[config.mk]
export PLATFORM = sky130hd
export DESIGN_NAME = board_coms
export DESIGN_NICKNAME = d
export VERILOG_FILES = /design/src/source/coms_pkg.sv /design/src/source/coms_if.sv /design/src/source/board_coms.sv /design/src/source/frame_sender.sv /design/src/source/motor_poller.sv /design/src/source/status_receiver.sv /design/src/source/uart_rx.sv /design/src/source/uart_tx.sv
export SDC_FILE = /design/constraint.sdc
export NUM_CORES = 1
export LEC_CHECK = 0
export BUFFER_PORTS_ARGS = -buffer_cell sky130_fd_sc_hd__buf_2
export CAP_MARGIN = 20
export CORE_AREA = 4 4 210 212
export CTS_BUF_LIST = sky130_fd_sc_hd__clkbuf_4 sky130_fd_sc_hd__clkbuf_8
export CTS_CLUSTER_SIZE = 24
export DETAILED_ROUTE_END_ITERATION = 6
export DIE_AREA = 0 0 214 216
export GPL_TIMING_DRIVEN = 0
export PLACE_DENSITY = 0.72
export SLEW_MARGIN = 20
export SYNTH_ARGS = -nofsm -noshare
export SYNTH_HDL_FRONTEND = slang
export SYNTH_SLANG_ARGS = --single-unit
[constraint.sdc]
create_clock -name clk -period 12.75 [get_ports clk]
set_input_delay 0.6375 -clock clk [delete_from_list [all_inputs] [get_ports clk]]
set_output_delay 0.6375 -clock clk [all_outputs]
set_load 0.01 [all_outputs]
[src/source/coms_pkg.sv]
`default_nettype none

package coms_pkg;

	////////////////////////////////////////////////////////////
	// frame layout
	localparam int MAGIC_LENGTH = 4;
	localparam logic [31:0] STATUS_REQUEST_MAGIC = 32'h1CE1CEBB;
	localparam logic [31:0] STATUS_MAGIC = 32'h1CEB00DA;
	localparam logic [31:0] SETPOINT_MAGIC = 32'hD0D0D0D0;
	localparam int STATUS_REQUEST_LENGTH = 7;
	localparam int STATUS_LENGTH = 28;
	localparam int SETPOINT_LENGTH = 10;
	localparam logic [15:0] CRC_SEED = 16'hFFFF;

	// field widths
	localparam int BYTE_WIDTH = 8;
	localparam int POSITION_WIDTH = 24;
	localparam int CURRENT_WIDTH = 16;
	localparam int ID_WIDTH = 8;
	localparam int ERROR_WIDTH = 2;

	// per motor error codes
	localparam logic [ERROR_WIDTH-1:0] ERR_NONE = 2'd0;
	localparam logic [ERROR_WIDTH-1:0] ERR_PENDING = 2'd1;
	localparam logic [ERROR_WIDTH-1:0] ERR_TIMEOUT = 2'd2;
	localparam logic [ERROR_WIDTH-1:0] ERR_CRC = 2'd3;

	////////////////////////////////////////////////////////////
	// crc-16, x^16+x^15+x^2+1, one byte msb first
	function automatic logic [15:0] crc16_step(input logic [BYTE_WIDTH-1:0] data,
			input logic [15:0] crc);
		logic [15:0] c;
		logic feedback;
		int i;
		c = crc;
		for (i = BYTE_WIDTH - 1; i >= 0; i--) begin
			feedback = c[15] ^ data[i];
			c = {c[14:0], 1'b0};
			if (feedback) begin
				c = c ^ 16'h8005;
			end
		end
		return c;
	endfunction

endpackage

`default_nettype wire

[src/source/coms_if.sv]
`timescale 1ns/1ps
`default_nettype none

// wishbone classic byte path from frame sender to uart transmitter
interface byte_bus_if;
	logic cyc;
	logic stb;
	logic we;
	logic [coms_pkg::BYTE_WIDTH-1:0] dat;
	logic ack;

	modport master (output cyc, stb, we, dat, input ack);
	modport slave (input cyc, stb, we, dat, output ack);
endinterface

// poller asks the sender for one frame
interface frame_cmd_if;
	logic start;
	logic setpoint_frame;
	logic [coms_pkg::ID_WIDTH-1:0] id;
	logic [coms_pkg::POSITION_WIDTH-1:0] setpoint;
	logic busy;

	modport initiator (output start, setpoint_frame, id, setpoint, input busy);
	modport target (input start, setpoint_frame, id, setpoint, output busy);
endinterface

// decoded status reply, fields hold until the next frame_done
interface status_if;
	logic frame_done;
	logic frame_ok;
	logic [coms_pkg::ID_WIDTH-1:0] id;
	logic [coms_pkg::POSITION_WIDTH-1:0] encoder0;
	logic [coms_pkg::POSITION_WIDTH-1:0] setpoint_actual;
	logic [coms_pkg::CURRENT_WIDTH-1:0] current;

	modport source (output frame_done, frame_ok, id, encoder0, setpoint_actual, current);
	modport sink (input frame_done, frame_ok, id, encoder0, setpoint_actual, current);
endinterface

`default_nettype wire

[src/source/board_coms.sv]
`timescale 1ns/1ps
`default_nettype none

module board_coms #(
	parameter int NUM_MOTORS = 4,
	parameter int CLK_FREQ_HZ = 1_000_000,
	parameter int BAUD_RATE = 100_000,
	parameter int POLL_CYCLES = 8_000
) (
	input wire clk,
	input wire reset,
	input wire rx,
	output logic tx,
	output logic tx_enable,
	input wire [coms_pkg::ID_WIDTH-1:0] id [NUM_MOTORS],
	input wire signed [coms_pkg::POSITION_WIDTH-1:0] setpoint [NUM_MOTORS],
	output logic signed [coms_pkg::POSITION_WIDTH-1:0] encoder0_position [NUM_MOTORS],
	output logic signed [coms_pkg::CURRENT_WIDTH-1:0] current [NUM_MOTORS],
	output logic [coms_pkg::ERROR_WIDTH-1:0] error_code [NUM_MOTORS]
);

	byte_bus_if byte_bus ();
	frame_cmd_if frame_cmd ();
	status_if status ();

	logic byte_valid;
	logic [coms_pkg::BYTE_WIDTH-1:0] rx_byte;

	////////////////////////////////////////////////////////////
	// transmit path
	motor_poller #(
		.NUM_MOTORS(NUM_MOTORS),
		.CLK_FREQ_HZ(CLK_FREQ_HZ),
		.BAUD_RATE(BAUD_RATE),
		.POLL_CYCLES(POLL_CYCLES)
	) poller_i (
		.clk(clk),
		.reset(reset),
		.id(id),
		.setpoint(setpoint),
		.cmd(frame_cmd),
		.status(status),
		.encoder0_position(encoder0_position),
		.current(current),
		.error_code(error_code)
	);

	frame_sender sender_i (.clk(clk), .reset(reset), .cmd(frame_cmd), .bus(byte_bus));

	uart_tx #(.CLK_FREQ_HZ(CLK_FREQ_HZ), .BAUD_RATE(BAUD_RATE)) uart_tx_i (
		.clk(clk),
		.reset(reset),
		.bus(byte_bus),
		.tx(tx),
		.tx_enable(tx_enable)
	);

	////////////////////////////////////////////////////////////
	// receive path
	uart_rx #(.CLK_FREQ_HZ(CLK_FREQ_HZ), .BAUD_RATE(BAUD_RATE)) uart_rx_i (
		.clk(clk),
		.reset(reset),
		.rx(rx),
		.byte_valid(byte_valid),
		.rx_byte(rx_byte)
	);

	status_receiver receiver_i (
		.clk(clk),
		.reset(reset),
		.byte_valid(byte_valid),
		.rx_byte(rx_byte),
		.status(status)
	);

endmodule

`default_nettype wire

[src/source/frame_sender.sv]
`timescale 1ns/1ps
`default_nettype none

module frame_sender (
	input wire clk,
	input wire reset,
	frame_cmd_if.target cmd,
	byte_bus_if.master bus
);

	logic setpoint_frame;
	logic [coms_pkg::ID_WIDTH-1:0] id;
	logic [coms_pkg::POSITION_WIDTH-1:0] setpoint;
	logic [15:0] crc;
	logic [3:0] index;
	logic [3:0] frame_length;
	logic [31:0] magic;
	logic payload;

	assign frame_length = setpoint_frame ? 4'(coms_pkg::SETPOINT_LENGTH) :
		4'(coms_pkg::STATUS_REQUEST_LENGTH);
	assign magic = setpoint_frame ? coms_pkg::SETPOINT_MAGIC : coms_pkg::STATUS_REQUEST_MAGIC;
	// bytes between magic number and crc feed the checksum
	assign payload = index >= 4'(coms_pkg::MAGIC_LENGTH) && index < frame_length - 4'd2;

	////////////////////////////////////////////////////////////
	// byte selection
	always_comb begin
		if (index == frame_length - 4'd2) begin
			bus.dat = crc[15:8];
		end else if (index == frame_length - 4'd1) begin
			bus.dat = crc[7:0];
		end else begin
			case (index)
				4'd0: bus.dat = magic[31:24];
				4'd1: bus.dat = magic[23:16];
				4'd2: bus.dat = magic[15:8];
				4'd3: bus.dat = magic[7:0];
				4'd4: bus.dat = id;
				4'd5: bus.dat = setpoint[23:16];
				4'd6: bus.dat = setpoint[15:8];
				default: bus.dat = setpoint[7:0];
			endcase
		end
	end

	////////////////////////////////////////////////////////////
	// bus cycle, held for the whole frame
	always_ff @(posedge clk or posedge reset) begin
		if (reset) begin
			cmd.busy <= 1'b0;
			bus.cyc <= 1'b0;
			bus.stb <= 1'b0;
			bus.we <= 1'b0;
			index <= '0;
			setpoint_frame <= 1'b0;
		end else if (!cmd.busy) begin
			if (cmd.start) begin
				cmd.busy <= 1'b1;
				bus.cyc <= 1'b1;
				bus.stb <= 1'b1;
				bus.we <= 1'b1;
				index <= '0;
				setpoint_frame <= cmd.setpoint_frame;
			end
		end else if (bus.ack) begin
			bus.stb <= 1'b0;
			if (!bus.we) begin
				// read acked, last stop bit has left the line
				cmd.busy <= 1'b0;
				bus.cyc <= 1'b0;
			end else begin
				index <= index + 1'b1;
			end
		end else if (!bus.stb) begin
			bus.stb <= 1'b1;
			bus.we <= index != frame_length;
		end
	end

	always_ff @(posedge clk) begin
		if (cmd.start && !cmd.busy) begin
			id <= cmd.id;
			setpoint <= cmd.setpoint;
			crc <= coms_pkg::CRC_SEED;
		end else if (bus.ack && bus.we && payload) begin
			crc <= coms_pkg::crc16_step(bus.dat, crc);
		end
	end

	start_when_idle: assert property (@(posedge clk) disable iff (reset)
		cmd.start |-> !cmd.busy);

endmodule

`default_nettype wire

[src/source/motor_poller.sv]
`timescale 1ns/1ps
`default_nettype none

module motor_poller #(
	parameter int NUM_MOTORS = 4,
	parameter int CLK_FREQ_HZ = 1_000_000,
	parameter int BAUD_RATE = 100_000,
	parameter int POLL_CYCLES = 8_000
) (
	input wire clk,
	input wire reset,
	input wire [coms_pkg::ID_WIDTH-1:0] id [NUM_MOTORS],
	input wire signed [coms_pkg::POSITION_WIDTH-1:0] setpoint [NUM_MOTORS],
	frame_cmd_if.initiator cmd,
	status_if.sink status,
	output logic signed [coms_pkg::POSITION_WIDTH-1:0] encoder0_position [NUM_MOTORS],
	output logic signed [coms_pkg::CURRENT_WIDTH-1:0] current [NUM_MOTORS],
	output logic [coms_pkg::ERROR_WIDTH-1:0] error_code [NUM_MOTORS]
);

	localparam int BIT_CYCLES = CLK_FREQ_HZ / BAUD_RATE;
	// a full status frame plus one byte of turnaround
	localparam int WINDOW_CYCLES = (coms_pkg::STATUS_LENGTH + 1) * 10 * BIT_CYCLES;
	localparam int POLL_W = $clog2(POLL_CYCLES + 1);
	localparam int WINDOW_W = $clog2(WINDOW_CYCLES + 1);
	localparam int MOTOR_W = (NUM_MOTORS > 1) ? $clog2(NUM_MOTORS) : 1;

	localparam logic [1:0] IDLE = 2'd0;
	localparam logic [1:0] REQUEST = 2'd1;
	localparam logic [1:0] LISTEN = 2'd2;
	localparam logic [1:0] SETPOINT = 2'd3;

	logic [1:0] state;
	logic [MOTOR_W-1:0] motor;
	logic [POLL_W-1:0] poll_timer;
	logic [WINDOW_W-1:0] window_timer;
	logic busy_q;
	logic busy_fall;
	logic reply_good;

	function automatic logic [MOTOR_W-1:0] next_motor(input logic [MOTOR_W-1:0] m);
		return (m == MOTOR_W'(NUM_MOTORS - 1)) ? '0 : m + 1'b1;
	endfunction

	assign busy_fall = busy_q && !cmd.busy;
	assign reply_good = status.frame_ok && status.id == id[motor];
	assign cmd.id = id[motor];
	assign cmd.setpoint = setpoint[motor];

	always_ff @(posedge clk or posedge reset) begin
		if (reset) begin
			state <= IDLE;
			motor <= '0;
			poll_timer <= '0;
			window_timer <= '0;
			busy_q <= 1'b0;
			cmd.start <= 1'b0;
			cmd.setpoint_frame <= 1'b0;
			for (int m = 0; m < NUM_MOTORS; m++) begin
				encoder0_position[m] <= '0;
				current[m] <= '0;
				error_code[m] <= coms_pkg::ERR_PENDING;
			end
		end else begin
			busy_q <= cmd.busy;
			cmd.start <= 1'b0;
			if (poll_timer != '0) begin
				poll_timer <= poll_timer - 1'b1;
			end
			case (state)
				IDLE: begin
					if (poll_timer == '0 && !cmd.busy) begin
						cmd.start <= 1'b1;
						cmd.setpoint_frame <= 1'b0;
						poll_timer <= POLL_W'(POLL_CYCLES - 1);
						state <= REQUEST;
					end
				end
				REQUEST: begin
					// response window opens once the request is off the line
					if (busy_fall) begin
						window_timer <= WINDOW_W'(WINDOW_CYCLES - 1);
						state <= LISTEN;
					end
				end
				LISTEN: begin
					if (status.frame_done && reply_good) begin
						encoder0_position[motor] <= status.encoder0;
						current[motor] <= status.current;
						error_code[motor] <= coms_pkg::ERR_NONE;
						if (status.setpoint_actual != setpoint[motor]) begin
							cmd.start <= 1'b1;
							cmd.setpoint_frame <= 1'b1;
							state <= SETPOINT;
						end else begin
							motor <= next_motor(motor);
							state <= IDLE;
						end
					end else if (status.frame_done) begin
						error_code[motor] <= coms_pkg::ERR_CRC;
						motor <= next_motor(motor);
						state <= IDLE;
					end else if (window_timer == '0) begin
						error_code[motor] <= coms_pkg::ERR_TIMEOUT;
						motor <= next_motor(motor);
						state <= IDLE;
					end else begin
						window_timer <= window_timer - 1'b1;
					end
				end
				default: begin
					if (busy_fall) begin
						motor <= next_motor(motor);
						state <= IDLE;
					end
				end
			endcase
		end
	end

endmodule

`default_nettype wire

[src/source/status_receiver.sv]
`timescale 1ns/1ps
`default_nettype none

module status_receiver (
	input wire clk,
	input wire reset,
	input wire byte_valid,
	input wire [coms_pkg::BYTE_WIDTH-1:0] rx_byte,
	status_if.source status
);

	// everything after the magic number, crc included
	localparam int BODY_LENGTH = coms_pkg::STATUS_LENGTH - coms_pkg::MAGIC_LENGTH;
	localparam int CRC_OFFSET = BODY_LENGTH - 2;

	logic [31:0] magic_window;
	logic magic_seen;
	logic collecting;
	logic [4:0] count;
	logic last_byte;
	logic [15:0] crc;
	logic [coms_pkg::BYTE_WIDTH-1:0] body [BODY_LENGTH];

	assign magic_seen = {magic_window[23:0], rx_byte} == coms_pkg::STATUS_MAGIC;
	assign last_byte = collecting && count == 5'(BODY_LENGTH - 1);

	always_ff @(posedge clk or posedge reset) begin
		if (reset) begin
			magic_window <= '0;
			collecting <= 1'b0;
			count <= '0;
			status.frame_done <= 1'b0;
			status.frame_ok <= 1'b0;
		end else begin
			status.frame_done <= 1'b0;
			if (byte_valid) begin
				magic_window <= {magic_window[23:0], rx_byte};
				// a fresh magic number restarts collection
				if (magic_seen) begin
					collecting <= 1'b1;
					count <= '0;
				end else if (collecting) begin
					count <= count + 1'b1;
					if (last_byte) begin
						collecting <= 1'b0;
						status.frame_done <= 1'b1;
						status.frame_ok <= crc == {body[CRC_OFFSET], rx_byte};
					end
				end
			end
		end
	end

	////////////////////////////////////////////////////////////
	// payload, crc and field decode
	always_ff @(posedge clk) begin
		if (byte_valid) begin
			if (magic_seen) begin
				crc <= coms_pkg::CRC_SEED;
			end else if (collecting) begin
				body[count] <= rx_byte;
				if (count < 5'(CRC_OFFSET)) begin
					crc <= coms_pkg::crc16_step(rx_byte, crc);
				end
				// big endian fields at offsets 0, 2, 8 and 17
				if (last_byte) begin
					status.id <= body[0];
					status.encoder0 <= {body[2], body[3], body[4]};
					status.setpoint_actual <= {body[8], body[9], body[10]};
					status.current <= {body[17], body[18]};
				end
			end
		end
	end

endmodule

`default_nettype wire

[src/source/uart_rx.sv]
`timescale 1ns/1ps
`default_nettype none

module uart_rx #(
	parameter int CLK_FREQ_HZ = 1_000_000,
	parameter int BAUD_RATE = 100_000
) (
	input wire clk,
	input wire reset,
	input wire rx,
	output logic byte_valid,
	output logic [coms_pkg::BYTE_WIDTH-1:0] rx_byte
);

	localparam int BIT_CYCLES = CLK_FREQ_HZ / BAUD_RATE;
	localparam int CNT_W = $clog2(BIT_CYCLES + 1);

	logic [1:0] rx_sync;
	logic active;
	logic [3:0] bit_index;
	logic [CNT_W-1:0] cycle_count;
	logic data_sample;

	// bits 1..8 are data, 0 is start and 9 is stop
	assign data_sample = active && cycle_count == '0 && bit_index != 4'd0 && bit_index != 4'd9;

	always_ff @(posedge clk or posedge reset) begin
		if (reset) begin
			rx_sync <= 2'b11;
			active <= 1'b0;
			bit_index <= '0;
			cycle_count <= '0;
			byte_valid <= 1'b0;
		end else begin
			rx_sync <= {rx_sync[0], rx};
			byte_valid <= 1'b0;
			if (!active) begin
				if (!rx_sync[1]) begin
					// falling edge of a start bit, wait for its middle
					active <= 1'b1;
					bit_index <= '0;
					cycle_count <= CNT_W'(BIT_CYCLES / 2 - 1);
				end
			end else if (cycle_count != '0) begin
				cycle_count <= cycle_count - 1'b1;
			end else begin
				cycle_count <= CNT_W'(BIT_CYCLES - 1);
				bit_index <= bit_index + 1'b1;
				if (bit_index == 4'd0) begin
					// start bit gone high again, was only a glitch
					active <= !rx_sync[1];
				end else if (bit_index == 4'd9) begin
					active <= 1'b0;
					byte_valid <= rx_sync[1];
				end
			end
		end
	end

	always_ff @(posedge clk) begin
		if (data_sample) begin
			rx_byte <= {rx_sync[1], rx_byte[coms_pkg::BYTE_WIDTH-1:1]};
		end
	end

endmodule

`default_nettype wire

[src/source/uart_tx.sv]
`timescale 1ns/1ps
`default_nettype none

module uart_tx #(
	parameter int CLK_FREQ_HZ = 1_000_000,
	parameter int BAUD_RATE = 100_000
) (
	input wire clk,
	input wire reset,
	byte_bus_if.slave bus,
	output logic tx,
	output logic tx_enable
);

	localparam int BIT_CYCLES = CLK_FREQ_HZ / BAUD_RATE;
	localparam int CNT_W = $clog2(BIT_CYCLES + 1);

	logic [9:0] shifter;
	logic [3:0] bit_count;
	logic [CNT_W-1:0] cycle_count;
	logic accept;

	// only an idle line answers; a read strobe just reports that it is free
	assign accept = bus.cyc && bus.stb && !bus.ack && !tx_enable;
	assign tx = shifter[0];

	always_ff @(posedge clk or posedge reset) begin
		if (reset) begin
			shifter <= '1;
			bit_count <= '0;
			cycle_count <= '0;
			tx_enable <= 1'b0;
			bus.ack <= 1'b0;
		end else begin
			bus.ack <= accept;
			if (accept && bus.we) begin
				// stop bit, data lsb first, start bit
				shifter <= {1'b1, bus.dat, 1'b0};
				bit_count <= '0;
				cycle_count <= CNT_W'(BIT_CYCLES - 1);
				tx_enable <= 1'b1;
			end else if (tx_enable) begin
				if (cycle_count != '0) begin
					cycle_count <= cycle_count - 1'b1;
				end else if (bit_count == 4'd9) begin
					tx_enable <= 1'b0;
				end else begin
					shifter <= {1'b1, shifter[9:1]};
					bit_count <= bit_count + 1'b1;
					cycle_count <= CNT_W'(BIT_CYCLES - 1);
				end
			end
		end
	end

	// the sender has to keep strobing until it sees the ack
	ack_with_stb: assert property (@(posedge clk) disable iff (reset)
		$rose(bus.ack) |-> bus.stb);

endmodule

`default_nettype wire

## Yosys cells after proc, flatten, opt, wreduce, memory -nomap -nowiden

Memories as Yosys holds them, arrays and structs flattened. A register that Yosys moved wholly into a read port is not among the register bits.
Index checks and enable logic that the tools add are counted.

| word-level totals | value |
|---|---|
| register bits after elaboration | 345 |
| RAM bits | 192 |
| output and inout port bits | 170 |
| logic and storage cells | 374 |
| memories kept | 1 |

| cells by class | value |
|---|---|
| add/sub/neg operators | 11 |
| order comparisons | 5 |
| equal/unequal tests | 39 |
| multiplexer cells | 174 |
| bitwise logic cells | 42 |
| reduce and logical (&&, ||, !) cells | 57 |

Memories:

| memory | depth | bits a word | read ports | clocked after Yosys merged registers in | write ports | RTL line | source |
|---|---|---|---|---|---|---|---|
| receiver_i.body | 24 | 8 | 10 | 9 | 1 | status_receiver.sv:22 | `logic [coms_pkg::BYTE_WIDTH-1:0] body [BODY_LENGTH];` |

Operators by type and width:

| cell | count |
|---|---|
| 2-to-1 mux 16 bit | 61 |
| bitwise mux 96 bit | 1 |
| 2-to-1 mux 4 bit | 19 |
| 2-to-1 mux 24 bit | 3 |
| bitwise mux 64 bit | 1 |
| 2-to-1 mux 8 bit | 7 |
| case mux 8 bit (7 select lines) | 1 |
| binary-select mux 24 bit (select 2 bit) | 1 |
| demux 24 bit (select 2 bit) | 1 |
| 2-to-1 mux 12 bit | 4 |
| inverter 3 bit | 16 |
| 2-to-1 mux 1 bit | 43 |
| 2-to-1 mux 10 bit | 4 |
| 2-to-1 mux 13 bit | 3 |
| demux 16 bit (select 2 bit) | 1 |
| equality test 32 x 29 -> 1 bit, second input constant | 1 |
| 2-to-1 mux 32 bit | 1 |
| 2-to-1 mux 2 bit | 14 |
| != test 24 bit | 1 |
| case mux 12 bit (2 select lines) | 1 |
| != test 2 bit, second input constant | 9 |
| logical AND 1 bit | 17 |
| binary-select mux 8 bit (select 2 bit) | 1 |
| equality test 16 bit | 1 |
| 55 further kinds | 116 |

## Logic depth before layout (Yosys ltp)

| depth | value |
|---|---|
| depth in word-level cells | 46 |
| gate-level depth with buffers | 13 |
| gate-level depth less buffers | 11 |

## By module

From an unflattened synthesis, not the netlist that was laid out.

| second synthesis, totals | value |
|---|---|
| cells, all modules | 1482 |
| area, all modules | 21321.7 µm² |

Modules (own cells, without submodules):

| module | instances | cells an instance | area an instance (µm²) |
|---|---|---|---|
| motor_poller | 1 | 657 | 9295.2 |
| status_receiver | 1 | 360 | 7073.0 |
| frame_sender | 1 | 305 | 3124.2 |
| uart_tx | 1 | 90 | 962.2 |
| uart_rx | 1 | 70 | 867.1 |

## Worst setup path after synthesis

Ideal clock, no wire load.

| timing path | value |
|---|---|
| path type | register to register |
| start point | register uart_rx_i.rx_byte[4] (netlist bit) |
| end point | register receiver_i.status.frame_ok |
| arrival time | 9038 ps |
| data required time | 12650 ps |
| setup slack | 3612 ps |
| cell stages (with the launch flop) | 7 |
| period minus slack after synthesis | 9138 ps |
| cells stage by stage | edfxtp_1 -> nor4b_1 -> nand4_1 -> or4_1 -> nand2_1 -> nor4_1 -> mux2_2 |

| on the way | value |
|---|---|
| longest elaborated chain between the ends | 3 |
| elaborated cells on any way between the ends | 4 |
| those cells by class | eq/ne: 2; bitwise: 1; reduce/logical: 1 |

Ends and longest elaborated chain:

| item | RTL line | source |
|---|---|---|
| start: declaration | uart_rx.sv:12 | `output logic [coms_pkg::BYTE_WIDTH-1:0] rx_byte` |
| start signal: assignment | uart_rx.sv:62 | `rx_byte <= {rx_sync[1], rx_byte[coms_pkg::BYTE_WIDTH-1:1]};` |
| equality test 32 x 29 -> 1 bit | status_receiver.sv:24 | `assign magic_seen = {magic_window[23:0], rx_byte} == coms_pkg::STATUS_MAGIC;` |
| inverter 1 bit (no line) | -- |  |
| AND reduction 4 bit (no line) | -- |  |
| end signal: assignment | status_receiver.sv:47 | `status.frame_ok <= crc == {body[CRC_OFFSET], rx_byte};` |
| end: declaration | coms_if.sv:37 | `modport source (output frame_done, frame_ok, id, encoder0, setpoint_actual, current);` |

Several ways; a longest one is shown, not always the timed one.
A chain may end at the register's enable or synchronous reset.

## Worst setup path in the final report

| timing path | value |
|---|---|
| start point | register sender_i.index[1] |
| end point | register sender_i.crc[0] |

| on the way | value |
|---|---|
| longest elaborated chain between the ends | 34 |
| elaborated cells on any way between the ends | 46 |
| those cells by class | order compare: 2; eq/ne: 8; mux: 25; bitwise: 8; reduce/logical: 3 |

Ends and longest elaborated chain:

| item | RTL line | source |
|---|---|---|
| start: declaration | frame_sender.sv:15 | `logic [3:0] index;` |
| start signal: assignment | frame_sender.sv:73 | `index <= index + 1'b1;` |
| equality test 4 x 3 -> 1 bit, or another cell as far along | frame_sender.sv:34 | `case (index)` |
| case mux 8 bit (7 select lines) | frame_sender.sv:34 |  |
| 2-to-1 mux 8 bit | frame_sender.sv:31 | `end else if (index == frame_length - 4'd1) begin` |
| 2-to-1 mux 8 bit | frame_sender.sv:29 | `if (index == frame_length - 4'd2) begin` |
| XOR 1 bit | coms_pkg.sv:38 | `feedback = c[15] ^ data[i];` |
| 2-to-1 mux 16 bit | coms_pkg.sv:40 | `if (feedback) begin` |
| 2-to-1 mux 16 bit | frame_sender.sv:86 | `end else if (bus.ack && bus.we && payload) begin` |
| 2-to-1 mux 16 bit | frame_sender.sv:82 | `if (cmd.start && !cmd.busy) begin` |
| (+18 left out) | -- |  |
| 2-to-1 mux 16 bit | frame_sender.sv:86 |  |
| 2-to-1 mux 16 bit | frame_sender.sv:82 |  |
| XOR 1 bit | coms_pkg.sv:38 |  |
| 2-to-1 mux 16 bit | coms_pkg.sv:40 |  |
| 2-to-1 mux 16 bit | frame_sender.sv:86 |  |
| 2-to-1 mux 16 bit | frame_sender.sv:82 |  |
| XOR 1 bit | coms_pkg.sv:38 |  |
| 2-to-1 mux 16 bit | coms_pkg.sv:40 |  |
| end signal: assignment | frame_sender.sv:85 | `crc <= coms_pkg::CRC_SEED;` |
| end signal: assignment | frame_sender.sv:87 | `crc <= coms_pkg::crc16_step(bus.dat, crc);` |
| end: declaration | frame_sender.sv:14 | `logic [15:0] crc;` |

Several ways; a longest one is shown, not always the timed one. The select of a mux whose other input is x is not followed.

==> impl_metrics.json <==
{
  "outcome": "complete, no violations",
  "drv_cap": 0,
  "fin_util_pct": 59.6,
  "clock_latency_ns": 0.66,
  "peakVddDrop_v": 0.0000895,
  "seq_area_um2": 13400,
  "critPathLaunchType": "flip-flop",
  "grt_overflow": 0,
  "place_inst": 2308,
  "first_global_vias": 14000,
  "final_nets": 2014,
  "die_y_um": 216,
  "ant_nets": 0,
  "viasPerCell": 5.48,
  "clk_path_buf_depth": 3,
  "die_w_um": 214,
  "final-max-slew-violation-count": 0,
  "drc_errors": 0,
  "final_common_cell": "buf_2",
  "critPathArrivalTime_ns": 4.43,
  "yosys_warnings": 0,
  "cp.required_ns": 13.33,
  "antenna_found_initial": 1,
  "relSlewSlack_pct": 30.4,
  "vias": 13500,
  "avgSynthCellArea_um2": 14.3,
  "fin_ws_ns": 8.90,
  "routedWlPerCell_um": 20.7,
  "synth_top_family_by_area": "multiplexers",
  "stdcell_count": 2463,
  "placementRows": 75,
  "power.total_mw": 3.33,
  "first_pass_iters": 5,
  "fill_cells": 3246,
  "cts_tree": "built",
  "gp_congestion": 0.898,
  "start_util_pct": 49.7,
  "cts_sinks": 496,
  "root_buffer": "clkbuf_8",
  "rsz0062_at_grt": "no",
  "synthFlopType": "dfrtp_1",
  "synth_compound_area_share_pct": 5.84,
  "tightest_slew_ns": 1.04,
  "synth_area_um2": 20800,
  "cts-resized-gates": 0,
  "synth_edf_count": 208,
  "hold_class": "in2async",
  "syn_nets": 1612,
  "seq_area_frac_synth_pct": 64.3,
  "htree_levels": 3,
  "drt_iter0_markers": 971,
  "portBuffers": 300,
  "cts_hold_buf": 0,
  "period_share_pct": 30.2,
  "synth_seq_cells": 496,
  "multi_input_area_um2": 7060,
  "synth_mux_area_share_pct": 14.2,
  "setup_viol": 0,
  "synthAdderAreaFrac_pct": 1.68,
  "synth-simple-area-share_pct": 7.34,
  "yosys.area_share.xor_xnor_pct": 4.67,
  "place_area_um2": 23200,
  "crit_path_end_kind": "flip-flop",
  "pre_cts_ws_ns": 8.95,
  "dp_hpwl_mm": 36.3,
  "finClkSkew_ns": 0.0340,
  "hold_violations": 0,
  "io_pins": 301,
  "area_delta_synth_final_pct": 20.0,
  "wirelength_mm": 51.1,
  "synth_cell_types": 78,
  "p_leak_nw": 11.4,
  "drive_above_1_share_pct": 38.1,
  "core_um2": 41900,
  "grt_max_degree": 100,
  "fmax_mhz": 260,
  "p_per_area_nw_per_um2": 133,
  "synth_cells": 1453,
  "final_area_um2": 25000,
  "mostFrequentLayoutCells": "buf_2, dfrtp_1, edfxtp_1",
  "n_antenna_cell": 0,
  "ys_async_sr_fraction_pct": 54.8,
  "dieArea_um2": 46200,
  "path_max_fanout": 10,
  "critPathKind": "reg2reg",
  "fin_crit_ns": 3.85,
  "cts_buffers": 83,
  "grt_pass1_wl_mm": 80.1,
  "cts_setup_buffers": 0,
  "clkTransAtPathRegs_ns": 0.06,
  "track_usage_pct": 22.0
}
-- cells in the mapped netlist (all sizes together) (5+ instances only) --
cell type / number / area share [%]
nor4: 11 / 0.33
xnor2: 84 / 3.6
dfrtp: 257 / 31
a211oi: 10 / 0.38
nand4: 19 / 0.57
nor2: 68 / 1.3
dfstp: 15 / 1.9
and2: 6 / 0.18
a21oi: 38 / 0.91
nor2b: 5 / 0.15
or3: 8 / 0.24
a22oi: 5 / 0.18
mux2: 191 / 10
nor3: 23 / 0.55
nand2b: 17 / 0.51
o31ai: 15 / 0.54
inv: 41 / 0.74
mux4: 32 / 3.5
nand3: 19 / 0.46
ha: 28 / 1.7
o211ai: 9 / 0.32
edfxtp: 208 / 30
nand2: 113 / 2.0
dfxtp: 16 / 1.5
and3: 8 / 0.24
xor2: 21 / 0.95
clkbuf: 29 / 0.52
o21ai: 42 / 1.0
mux2i: 8 / 0.44
buf: 27 / 0.70
o311ai: 5 / 0.28
-- metal layers --
metal | global-route usage [%] | part of all wire [%]
met1 | 28.7 | 42
met2 | 35.7 | 48
met3 | 5.16 | 5.8
met4 | 9.23 | 3.8
met5 | 0 | 0.025
-- cell families (layout without fill, tap and decap cells) --
group | after synthesis | after routing
DFF | 496 | 496
and+or+nand+nor | 317 | 317
muxes | 231 | 231
AOI/OAI and AO/OA | 177 | 177
xor gates and xnor gates | 106 | 106
buffers and inverters | 98 | 569
adders and majority gates | 28 | 28
-- where the power goes --
group	switching, mW	internal (mW)
clock	0.644	0.841
sequential	0.0274	1.68
combinational	0.0723	0.0613
-- final timing paths --
| check | slack (ns) | depth (start not counted) | startpoint | end |
|---|---|---|---|---|
| hold / removal | 0.09 | 2 | reset | poller_i.encoder0_position[61]$_DFFE_PP0P_ |
| min in group clk | 0.09 | 1 | rx | uart_rx_i.rx_sync[0]$_DFF_PP1_ |
| max in group asynchronous | 11.72 | 3 | reset | uart_tx_i.shifter[4]$_DFFE_PP1P_ |
| setup / recovery | 8.90 | 12 | sender_i.index[1]$_DFFE_PP0P_ | sender_i.crc[0]$_SDFFE_PP1P_ |
| setup reg to reg | 8.90 | 12 | sender_i.index[1]$_DFFE_PP0P_ | sender_i.crc[0]$_SDFFE_PP1P_ |
| hold reg to reg | 0.37 | 0 | uart_rx_i.rx_sync[0]$_DFF_PP1_ | uart_rx_i.rx_sync[1]$_DFF_PP1_ |
-- worst max-delay path, stage by stage, from the launching register on --
cell and delay, ns:
dfrtp_1 0.58, inv_1 0.23, ha_1 0.33, buf_6 0.18
a222oi_1 0.38, nor2_1 0.11, o311a_1 0.32, a311oi_2 0.34
xor2_1 0.30, mux2i_1 0.35, xor3_1 0.34, a211o_1 0.28
nand3_1 0.06
-- layout make-up --
| type | instances | area share, % |
|---|---|---|
| Sequential cell | 496 | 53.5 |
| Multi-Input combinational cell | 859 | 28.2 |
| Clock buffer | 132 | 6.51 |
| Buffer | 56 | 1.02 |
| Clock inverter | 22 | 0.725 |
| Tap cell | 539 | 2.70 |
| Timing Repair Buffer | 317 | 6.61 |
| Inverter | 42 | 0.665 |
-- state kept, by name, summed over array words and instances, names as in the netlist, 12 cells and up, named ones only --
signal and flops:
receiver_i.status.setpoint_actual 24, receiver_i.status.encoder0 24, receiver_i.status.current 16, sender_i.setpoint 24, receiver_i.body 80, poller_i.poll_timer 13, receiver_i.crc 16, receiver_i.magic_window 24
poller_i.current 64, poller_i.encoder0_position 96, poller_i.window_timer 12, sender_i.crc 16
-- metrics by stage --
| step | hold WS (ns) | setup TNS [ns] |
|---|---|---|
| 2_1_floorplan | 0.345 | 0 |
| 3_3_place_gp | 0.356 | -0.554 |
| 3_5_place_dp | 0.359 | 0 |
| 4_1_cts | 0.0169 | 0 |
| 5_1_grt | 0.0228 | 0 |
| 6_report | 0.0852 | 0 |
Power figures use the tool's default switching activity.
